[src/include/fg_consts.svh]
`ifndef FG_CONSTS_SVH
`define FG_CONSTS_SVH

// sizing of the function generator

// number of playback channels
// each one has its own table and serial line
`define FG_CHANNELS 4

// bits per sample word
// also the serializer word length, one bit out per clock
`define FG_SAMPLE_WIDTH 8

// table depth is 2**FG_ADDRESS_WIDTH words per channel
`define FG_ADDRESS_WIDTH 6

// counts the bits of one word
// 2**FG_BIT_COUNT_WIDTH must equal FG_SAMPLE_WIDTH
`define FG_BIT_COUNT_WIDTH 3

// bit counter value that raises word_strobe
`define FG_STROBE_COUNT 0

// last bit counter value in a word
`define FG_LAST_BIT_COUNT (`FG_SAMPLE_WIDTH - 1)

`endif

[src/rtl/fg_pkg.sv]
`include "fg_consts.svh"

package fg_pkg;

	// one waveform sample
	typedef logic [`FG_SAMPLE_WIDTH-1:0] sample_t;

	// address into one channel's table
	typedef logic [`FG_ADDRESS_WIDTH-1:0] sample_address_t;

	// channel number, 2 bits for 4 channels
	typedef logic [$clog2(`FG_CHANNELS)-1:0] channel_id_t;

	// write command for one channel memory, 15 bits
	typedef struct packed {
		logic enable;
		sample_address_t address;
		sample_t data;
	} wave_write_t;

	// request from the host, 16 bits
	// data is ignored for a length update
	typedef struct packed {
		channel_id_t channel;
		sample_address_t address;
		sample_t data;
	} host_write_t;

	// current word of every channel, slot n is channel n
	typedef sample_t [`FG_CHANNELS-1:0] channel_words_t;

	// serializer FSM
	typedef enum logic {
		idle,
		shifting
	} serializer_state_t;

endpackage

[src/rtl/function_generator.sv]
`timescale 1ns/1ns

`include "fg_consts.svh"

module function_generator (
	input logic clock,
	input logic reset,
	input fg_pkg::host_write_t host_write,
	input logic write_enable,
	input logic length_enable,
	input logic run,
	input fg_pkg::channel_id_t monitor_select,
	output logic [`FG_CHANNELS-1:0] bit_out,
	output fg_pkg::sample_t monitor_word
);

	// loader to channels
	fg_pkg::wave_write_t channel_writes [`FG_CHANNELS];
	fg_pkg::sample_address_t last_addresses [`FG_CHANNELS];

	// serializer timing to channels, and words back
	logic word_strobe;
	fg_pkg::channel_words_t channel_words;

	waveform_loader loader_i (
		.clock(clock),
		.reset(reset),
		.host_write(host_write),
		.write_enable(write_enable),
		.length_enable(length_enable),
		.channel_writes(channel_writes),
		.last_addresses(last_addresses)
	);

	// one table and counter per output line
	for (genvar ch = 0; ch < `FG_CHANNELS; ch++) begin : g_channel
		waveform_channel channel_i (
			.clock(clock),
			.reset(reset),
			.channel_write(channel_writes[ch]),
			.last_address(last_addresses[ch]),
			.run(run),
			.word_strobe(word_strobe),
			.word(channel_words[ch])
		);
	end

	word_serializer serializer_i (
		.clock(clock),
		.reset(reset),
		.run(run),
		.channel_words(channel_words),
		.monitor_select(monitor_select),
		.word_strobe(word_strobe),
		.bit_out(bit_out),
		.monitor_word(monitor_word)
	);

endmodule

[src/rtl/waveform_channel.sv]
`timescale 1ns/1ns

`include "fg_consts.svh"

module waveform_channel (
	input logic clock,
	input logic reset,
	input fg_pkg::wave_write_t channel_write,
	input fg_pkg::sample_address_t last_address,
	input logic run,
	input logic word_strobe,
	output fg_pkg::sample_t word
);

	localparam int DEPTH = 2 ** `FG_ADDRESS_WIDTH;

	// sample table
	fg_pkg::sample_t memory [DEPTH];

	// playback position
	fg_pkg::sample_address_t play_address;

	// at the end of the table
	logic at_last;

	assign at_last = (play_address == last_address);

	// host side write port
	always_ff @(posedge clock) begin
		if (channel_write.enable) begin
			memory[channel_write.address] <= channel_write.data;
		end
	end

	// registered read
	// word holds until the next strobe
	always_ff @(posedge clock) begin
		if (word_strobe) begin
			word <= memory[play_address];
		end
	end

	// address counter
	always_ff @(posedge clock) begin
		if (reset) begin
			play_address <= '0;
		end else if (!run) begin
			// stopped, next run starts from the top of the table
			play_address <= '0;
		end else if (word_strobe) begin
			if (at_last) begin
				// wrap after the last word
				play_address <= '0;
			end else begin
				play_address <= play_address + 1'b1;
			end
		end
	end

endmodule

[src/rtl/waveform_loader.sv]
`timescale 1ns/1ns

`include "fg_consts.svh"

module waveform_loader (
	input logic clock,
	input logic reset,
	input fg_pkg::host_write_t host_write,
	input logic write_enable,
	input logic length_enable,
	output fg_pkg::wave_write_t channel_writes [`FG_CHANNELS],
	output fg_pkg::sample_address_t last_addresses [`FG_CHANNELS]
);

	// one hot decode of the channel field
	logic [`FG_CHANNELS-1:0] channel_hit;

	always_comb begin
		for (int i = 0; i < `FG_CHANNELS; i++) begin
			channel_hit[i] = (host_write.channel == fg_pkg::channel_id_t'(i));
		end
	end

	// registered write commands
	// memory sees the write one cycle after the strobe
	always_ff @(posedge clock) begin
		for (int i = 0; i < `FG_CHANNELS; i++) begin
			// address and data fan out to all channels
			channel_writes[i].address <= host_write.address;
			channel_writes[i].data <= host_write.data;
			if (reset) begin
				channel_writes[i].enable <= 1'b0;
			end else begin
				// only the addressed channel is enabled
				channel_writes[i].enable <= write_enable && channel_hit[i];
			end
		end
	end

	// last playback address per channel
	always_ff @(posedge clock) begin
		if (reset) begin
			for (int i = 0; i < `FG_CHANNELS; i++) begin
				last_addresses[i] <= '0;
			end
		end else begin
			for (int i = 0; i < `FG_CHANNELS; i++) begin
				// a sample write wins over a length update in the same cycle
				if (length_enable && !write_enable && channel_hit[i]) begin
					last_addresses[i] <= host_write.address;
				end
			end
		end
	end

endmodule

[src/rtl/word_serializer.sv]
`timescale 1ns/1ns

`include "fg_consts.svh"

module word_serializer (
	input logic clock,
	input logic reset,
	input logic run,
	input fg_pkg::channel_words_t channel_words,
	input fg_pkg::channel_id_t monitor_select,
	output logic word_strobe,
	output logic [`FG_CHANNELS-1:0] bit_out,
	output fg_pkg::sample_t monitor_word
);

	fg_pkg::serializer_state_t state;

	// position inside the current word
	logic [`FG_BIT_COUNT_WIDTH-1:0] bit_count;

	// strobe delayed by one, channels have their word by then
	logic load_pending;

	// one shift register per channel
	fg_pkg::channel_words_t shift_registers;

	// one cycle pulse per word while shifting
	assign word_strobe = (state == fg_pkg::shifting) &&
		(bit_count == `FG_BIT_COUNT_WIDTH'(`FG_STROBE_COUNT));

	// msb first
	always_comb begin
		for (int i = 0; i < `FG_CHANNELS; i++) begin
			bit_out[i] = shift_registers[i][`FG_SAMPLE_WIDTH-1];
		end
	end

	// FSM and bit counter
	always_ff @(posedge clock) begin
		if (reset) begin
			state <= fg_pkg::idle;
			bit_count <= '0;
			load_pending <= 1'b0;
		end else if (!run) begin
			state <= fg_pkg::idle;
			bit_count <= '0;
			load_pending <= 1'b0;
		end else begin
			state <= fg_pkg::shifting;
			load_pending <= word_strobe;
			// counter starts at 0 on the first shifting cycle
			if (state == fg_pkg::shifting) begin
				if (bit_count == `FG_BIT_COUNT_WIDTH'(`FG_LAST_BIT_COUNT)) begin
					bit_count <= '0;
				end else begin
					bit_count <= bit_count + 1'b1;
				end
			end
		end
	end

	// load or shift, every channel in step
	always_ff @(posedge clock) begin
		if (reset || !run) begin
			// line goes quiet on the edge that sees run low
			shift_registers <= '0;
		end else if (load_pending) begin
			shift_registers <= channel_words;
		end else begin
			for (int i = 0; i < `FG_CHANNELS; i++) begin
				shift_registers[i] <= {shift_registers[i][`FG_SAMPLE_WIDTH-2:0], 1'b0};
			end
		end
	end

	// monitor follows the selected channel, once per word
	always_ff @(posedge clock) begin
		if (reset) begin
			monitor_word <= '0;
		end else if (run && load_pending) begin
			monitor_word <= channel_words[monitor_select];
		end
	end

endmodule

[config.mk]
export PLATFORM = sky130hd
export DESIGN_NAME = function_generator
export DESIGN_NICKNAME = d
export VERILOG_FILES = /design/src/rtl/fg_pkg.sv /design/src/rtl/function_generator.sv /design/src/rtl/waveform_channel.sv /design/src/rtl/waveform_loader.sv /design/src/rtl/word_serializer.sv
export VERILOG_INCLUDE_DIRS = /design/src /design/src/include
export SDC_FILE = /design/constraint.sdc
export NUM_CORES = 2
export LEC_CHECK = 0
export ABC_CLOCK_PERIOD_IN_PS = 5340
export BUFFER_PORTS_ARGS = -buffer_cell sky130_fd_sc_hd__buf_2
export CAP_MARGIN = 5
export CORE_UTILIZATION = 30
export DETAILED_ROUTE_END_ITERATION = 8
export REMOVE_ABC_BUFFERS = 1
export SYNTH_ARGS = -nofsm -noshare
export SYNTH_HDL_FRONTEND = slang
export SYNTH_SLANG_ARGS = --single-unit
[constraint.sdc]
create_clock -name clock -period 5.34 [get_ports clock]
set_clock_uncertainty 0.05 [all_clocks]
set_input_delay 1.068 -clock clock [delete_from_list [all_inputs] [get_ports clock]]
set_output_delay 1.068 -clock clock [all_outputs]
set_load 0.05 [all_outputs]
## Word-level counts from Yosys, hierarchy flattened

Memory sizes are Yosys's and may differ from the RTL's. A register that Yosys moved wholly into a read port is not among the register bits.
Cells that the tools add are included.

| word-level totals | value |
|---|---|
| memories | 4 |
| output and inout port bits | 12 |
| bits in registers | 111 |
| input port bits | 23 |
| memory bits (writable) | 2,048 |
| word-level logic and storage cells | 81 |

| cells by class | value |
|---|---|
| equal/unequal tests | 8 |
| $add $sub $neg | 5 |
| bitwise gates (word level) | 2 |
| mux-type cells | 17 |
| $lt $le $gt $ge | 1 |
| reductions and logical operators | 18 |

Memory list:

| memory | words | width | read ports | clocked after Yosys merged registers in | write ports | line | source |
|---|---|---|---|---|---|---|---|
| g_channel[0].channel_i.memory | 64 | 8 | 1 | 1 | 1 | waveform_channel.sv:18 | `fg_pkg::sample_t memory [DEPTH];` |
| g_channel[1].channel_i.memory | 64 | 8 | 1 | 1 | 1 | waveform_channel.sv:18 |  |
| g_channel[2].channel_i.memory | 64 | 8 | 1 | 1 | 1 | waveform_channel.sv:18 |  |
| g_channel[3].channel_i.memory | 64 | 8 | 1 | 1 | 1 | waveform_channel.sv:18 |  |

Operators by type and width:

| kind | number |
|---|---|
| 2-to-1 mux 32 bit | 1 |
| adder 6 x 1 -> 6 bit (second input constant) | 4 |
| equality test 6 bit | 4 |
| 2-to-1 mux 6 bit | 4 |
| binary-select mux 8 bit (select 2 bit) | 1 |
| logical AND 1 bit | 11 |
| 2-to-1 mux 1 bit | 9 |
| 2-to-1 mux 8 bit | 1 |
| equality test 2 bit (second input constant) | 2 |
| OR reduction 2 bit | 2 |
| adder 3 x 1 -> 3 bit (second input constant) | 1 |
| equality test 3 bit (second input constant) | 1 |
| zero test 3 bit | 1 |
| < comparator 2 x 3 -> 1 bit (second input constant) | 1 |
| 2-to-1 mux 3 bit | 1 |
| equality test 2 x 1 -> 1 bit (second input constant) | 1 |
| zero test 1 bit | 2 |
| zero test 2 bit | 1 |
| NOT 1 bit | 2 |
| logical OR 1 bit | 1 |

## Longest topological paths before layout

| logic depth | value |
|---|---|
| word-level depth | 3 |
| gate-level depth with buffers | 10 |
| gate-level depth less buffers | 8 |

## Hierarchy

From an unflattened synthesis, not the netlist that was laid out.

| second synthesis, totals | value |
|---|---|
| cells, all modules | 4,134 |
| area, all modules | 84,959.0 um^2 |

By module, submodules not included:

| module | area each (um^2) | seq. area each (um^2) | times used | cells each |
|---|---|---|---|---|
| waveform_channel | 20,360.8 | 15,735.1 | 4 | 956 |
| word_serializer | 1,780.5 | 900.9 | 1 | 154 |
| waveform_loader | 1,735.4 | 840.8 | 1 | 156 |

## Least setup slack after synthesis

Ideal clock, no wire load.

| path | value |
|---|---|
| path type | flip-flop to flip-flop |
| start | register, netlist name loader_i.channel_writes[45] |
| end | memory g_channel[0].channel_i.memory[0][0] (netlist bit) (data pin) |
| stages on the path, launching flop included | 1 |
| library setup time | 0.852 ns |
| required time | 4.438 ns |
| clock period less this slack | 4.284 ns |
| path buffers | 0 |
| arrival | 3.382 ns |
| slack | 1.056 ns |
| cell sequence | dfxtp_1 |

RTL lines:

| what | line |
|---|---|
| end: declaration | waveform_channel.sv:18 |

Straight into the memory's write port.

==> flow_summary.json <==
{
  "status": "finished clean",
  "cts_hold_buf": 0,
  "grt_max_degree": 181,
  "reg2reg_from": "g_channel[2].channel_i.play_address[0]",
  "netlist_instances": 4283,
  "setup_ws_ns": 1.80,
  "rsz0062_at_grt": "false",
  "cts-htree-levels": 4,
  "setup_violations": 0,
  "vias": 42700,
  "hp-start": "host_write[5]",
  "p_comb_share_pct": 2.0,
  "fin_total_pwr_mw": 35.0,
  "drtIter0Drc": 4962,
  "grt_overflow": 0,
  "max_stage_delay_ns": 0.90,
  "wirelength_um": 221000,
  "synth_most_common_cell": "edfxtp_1",
  "grt_antenna_before_repair": 45,
  "insertion_delay_ns": 0.86,
  "seqPwrFrac_pct": 54.2,
  "final-instance-count-excl-fill": 8379,
  "maxCapViolCount": 0,
  "gp_congestion": 0.825,
  "ios": 35,
  "rr_endpoint": "g_channel[2].channel_i.word[0]",
  "period_needed_ns": 3.54,
  "ant_nets": 0,
  "cp-start-kind": "flop",
  "cts_buffer_depth": 3,
  "yosys_most_used_dff": "edfxtp_1",
  "placed_area_mm2": 0.0902,
  "power_density_mw_per_mm2": 359,
  "drc": 0,
  "fin_hold_ws_ns": 0.284,
  "post_cts_buffers": 0,
  "netlist_area_mm2": 0.0856,
  "fp.coreArea_mm2": 0.283,
  "swShare_pct": 20.5,
  "final.period_utilization_pct": 66.4,
  "fmax_mhz": 282,
  "post-place-ws_ns": 1.75,
  "synth-async-reset-ratio_pct": 0,
  "path_max_fanout": 41,
  "yosysTopAreaCellShare_pct": 72.9,
  "firstDrtPassIters": 7,
  "fp.dieW_um": 536,
  "yosys_warnings": 0,
  "tightest_slew_ns": 1.30,
  "first_global_vias": 42200,
  "io_buffers": 34,
  "clkSinkCount": 2191,
  "synth_common_cells": "edfxtp_1 (2080), mux4_2 (421), mux2i_1 (261)",
  "maxSlewViolCount": 0,
  "path_class": "reg2reg",
  "synthDistinctLibCells": 61,
  "tns_ns": 0,
  "critPathBufInv": 1,
  "synth_edf_count": 2080,
  "hpwl_um": 137000,
  "wl_per_cell_um": 26.4,
  "synth.largest_area_cell": "edfxtp_1",
  "drive_gt1_share_pct": 22.6,
  "clock_power_share_pct": 43.8,
  "numCtsBuffers": 214,
  "slew_headroom_pct": 10.8,
  "internal_power_mw": 27.8,
  "die_h_um": 536,
  "syn-mean-instance-area_um2": 20.0,
  "cp_slowest_cell": "dfxtp_4",
  "synth_seq_area_share_pct": 75.5,
  "fin_area_mm2": 0.0975,
  "clock-root-buffer": "clkbuf_16",
  "utilization_pct": 34.4,
  "cts_resized": 0,
  "initial_core_util_pct": 30.3,
  "path_delay_family": "compound AO/OA/AOI/OAI gates",
  "viasPerCell": 5.10,
  "endpoint_kind": "flop",
  "crit_required_ns": 5.90,
  "worstPathCellList": "buf_4 -> mux2i_1 -> o22ai_1 -> a211oi_1 -> a22oi_1 -> and3_1",
  "cts_tree": "built",
  "area_growth_pct": 13.8,
  "grtUsageTotal_pct": 15.2,
  "min_path_type": "in2reg",
  "crit_arrival_ns": 4.10,
  "netSwitchingPower_mw": 7.18,
  "path_clk_slew_ns": 0.06,
  "yosys-top-cells-area": "edfxtp_1 (73%), mux4_2 (11%), mux2i_1 (3.1%), dfxtp_1 (2.6%), and2_1 (1.9%)",
  "layout.nets": 4403,
  "ir_worst_vdd_mv": 0.312,
  "r2r_slack_ns": 1.80,
  "die-area_mm2": 0.288,
  "grt_pass1_wl_um": 315000,
  "hold_end": "loader_i.channel_writes[50]",
  "core.rowCount": 195,
  "ys_ff_latch": 2191,
  "leakage_nw": 29.1,
  "dp.cells": 7900,
  "reg2reg_depth": 6,
  "hold_violations": 0,
  "hold_depth": 1
}
## per-layer routing
layer | vias to the layer above | wire length [um] | share of wire [%] | track usage (%)
met1 | 22800 | 93700 | 42 | 21.4
met2 | 1832 | 104000 | 47 | 23.7
met4 | 10 | 5630 | 2.5 | 4.46
li1 | 17800 | - | - | -
met5 | - | 130 | 0.059 | 0
met3 | 365 | 18200 | 8.2 | 3.16
## kinds of logic after synthesis
| group | after synthesis | share of synthesized area (%) |
|---|---|---|
| compound gates | 348 | 3.04 |
| buf+inv | 267 | 1.66 |
| flops | 2191 | 75.5 |
| simple gates | 677 | 4.19 |
| mux | 749 | 15.0 |
| fa+ha+maj | 7 | 0.102 |
| xor+xnor | 44 | 0.450 |
## cells in the final DEF, fill, tap and decap left out, types with 71 or more instances in the layout
cell type and count:
buf_4 87, nor2_1 154, nand2_1 73, clkbuf_16 215
dfxtp_1 85, edfxtp_1 2080, diode_2 71, mux4_2 421
and2_1 256, mux2i_1 261
## how the worst max path moves through the flow
stage | start | end | slack, ns | cells past startpoint
global route | g_channel[1].channel_i.play_address[0] | g_channel[1].channel_i.word[3] | 1.54 | 7
CTS | g_channel[1].channel_i.play_address[0] | g_channel[1].channel_i.word[2] | 1.73 | 6
finish | g_channel[2].channel_i.play_address[0] | g_channel[2].channel_i.word[0] | 1.80 | 6
detailed placement | g_channel[1].channel_i.play_address[0] | g_channel[1].channel_i.word[2] | 1.75 | 6
global placement | g_channel[1].channel_i.play_address[0] | g_channel[1].channel_i.word[2] | 1.71 | 6
floorplan | g_channel[1].channel_i.play_address[0] | g_channel[1].channel_i.word[6] | -1.99 | 5
## registers in the layout, indices dropped and copies added, names as in the netlist, 3 cells and up
name                              count
g_channel.channel_i.memory         2048
g_channel.channel_i.play_address     24
g_channel.channel_i.word             32
loader_i.channel_writes              18
loader_i.last_addresses              24
serializer_i.bit_count                3
serializer_i.bit_out                  4
serializer_i.monitor_word             8
serializer_i.shift_registers         28
## worst reg2reg max path: stages (launching register included)
cell	delay [ns]
dfxtp_4	0.90
buf_4	0.45
mux2i_1	0.32
o22ai_1	0.15
a211oi_1	0.88
a22oi_1	0.29
and3_1	0.27
## power by group through the flow
stage	combinational, mW	clock [mW]	sequential, mW
finish	0.694	15.3	19.0
global route	0.733	16.2	19.0
CTS	0.700	15.5	19.0
detailed placement	0.700	0	19.3
global placement	0.680	0	19.3
floorplan	0.290	0	19.5
## layout make-up
type,instances,area [um2]
Clock buffer,264,5640
Multi-Input combinational cell,1825,19600
Inverter,8,30.0
Sequential cell,2191,64800
Antenna cell,71,178
Timing Repair Buffer,133,1060
Fill cell,26400,186000
Clock inverter,144,1490
Tap cell,3743,4680
(Power assumes the default switching activity.)
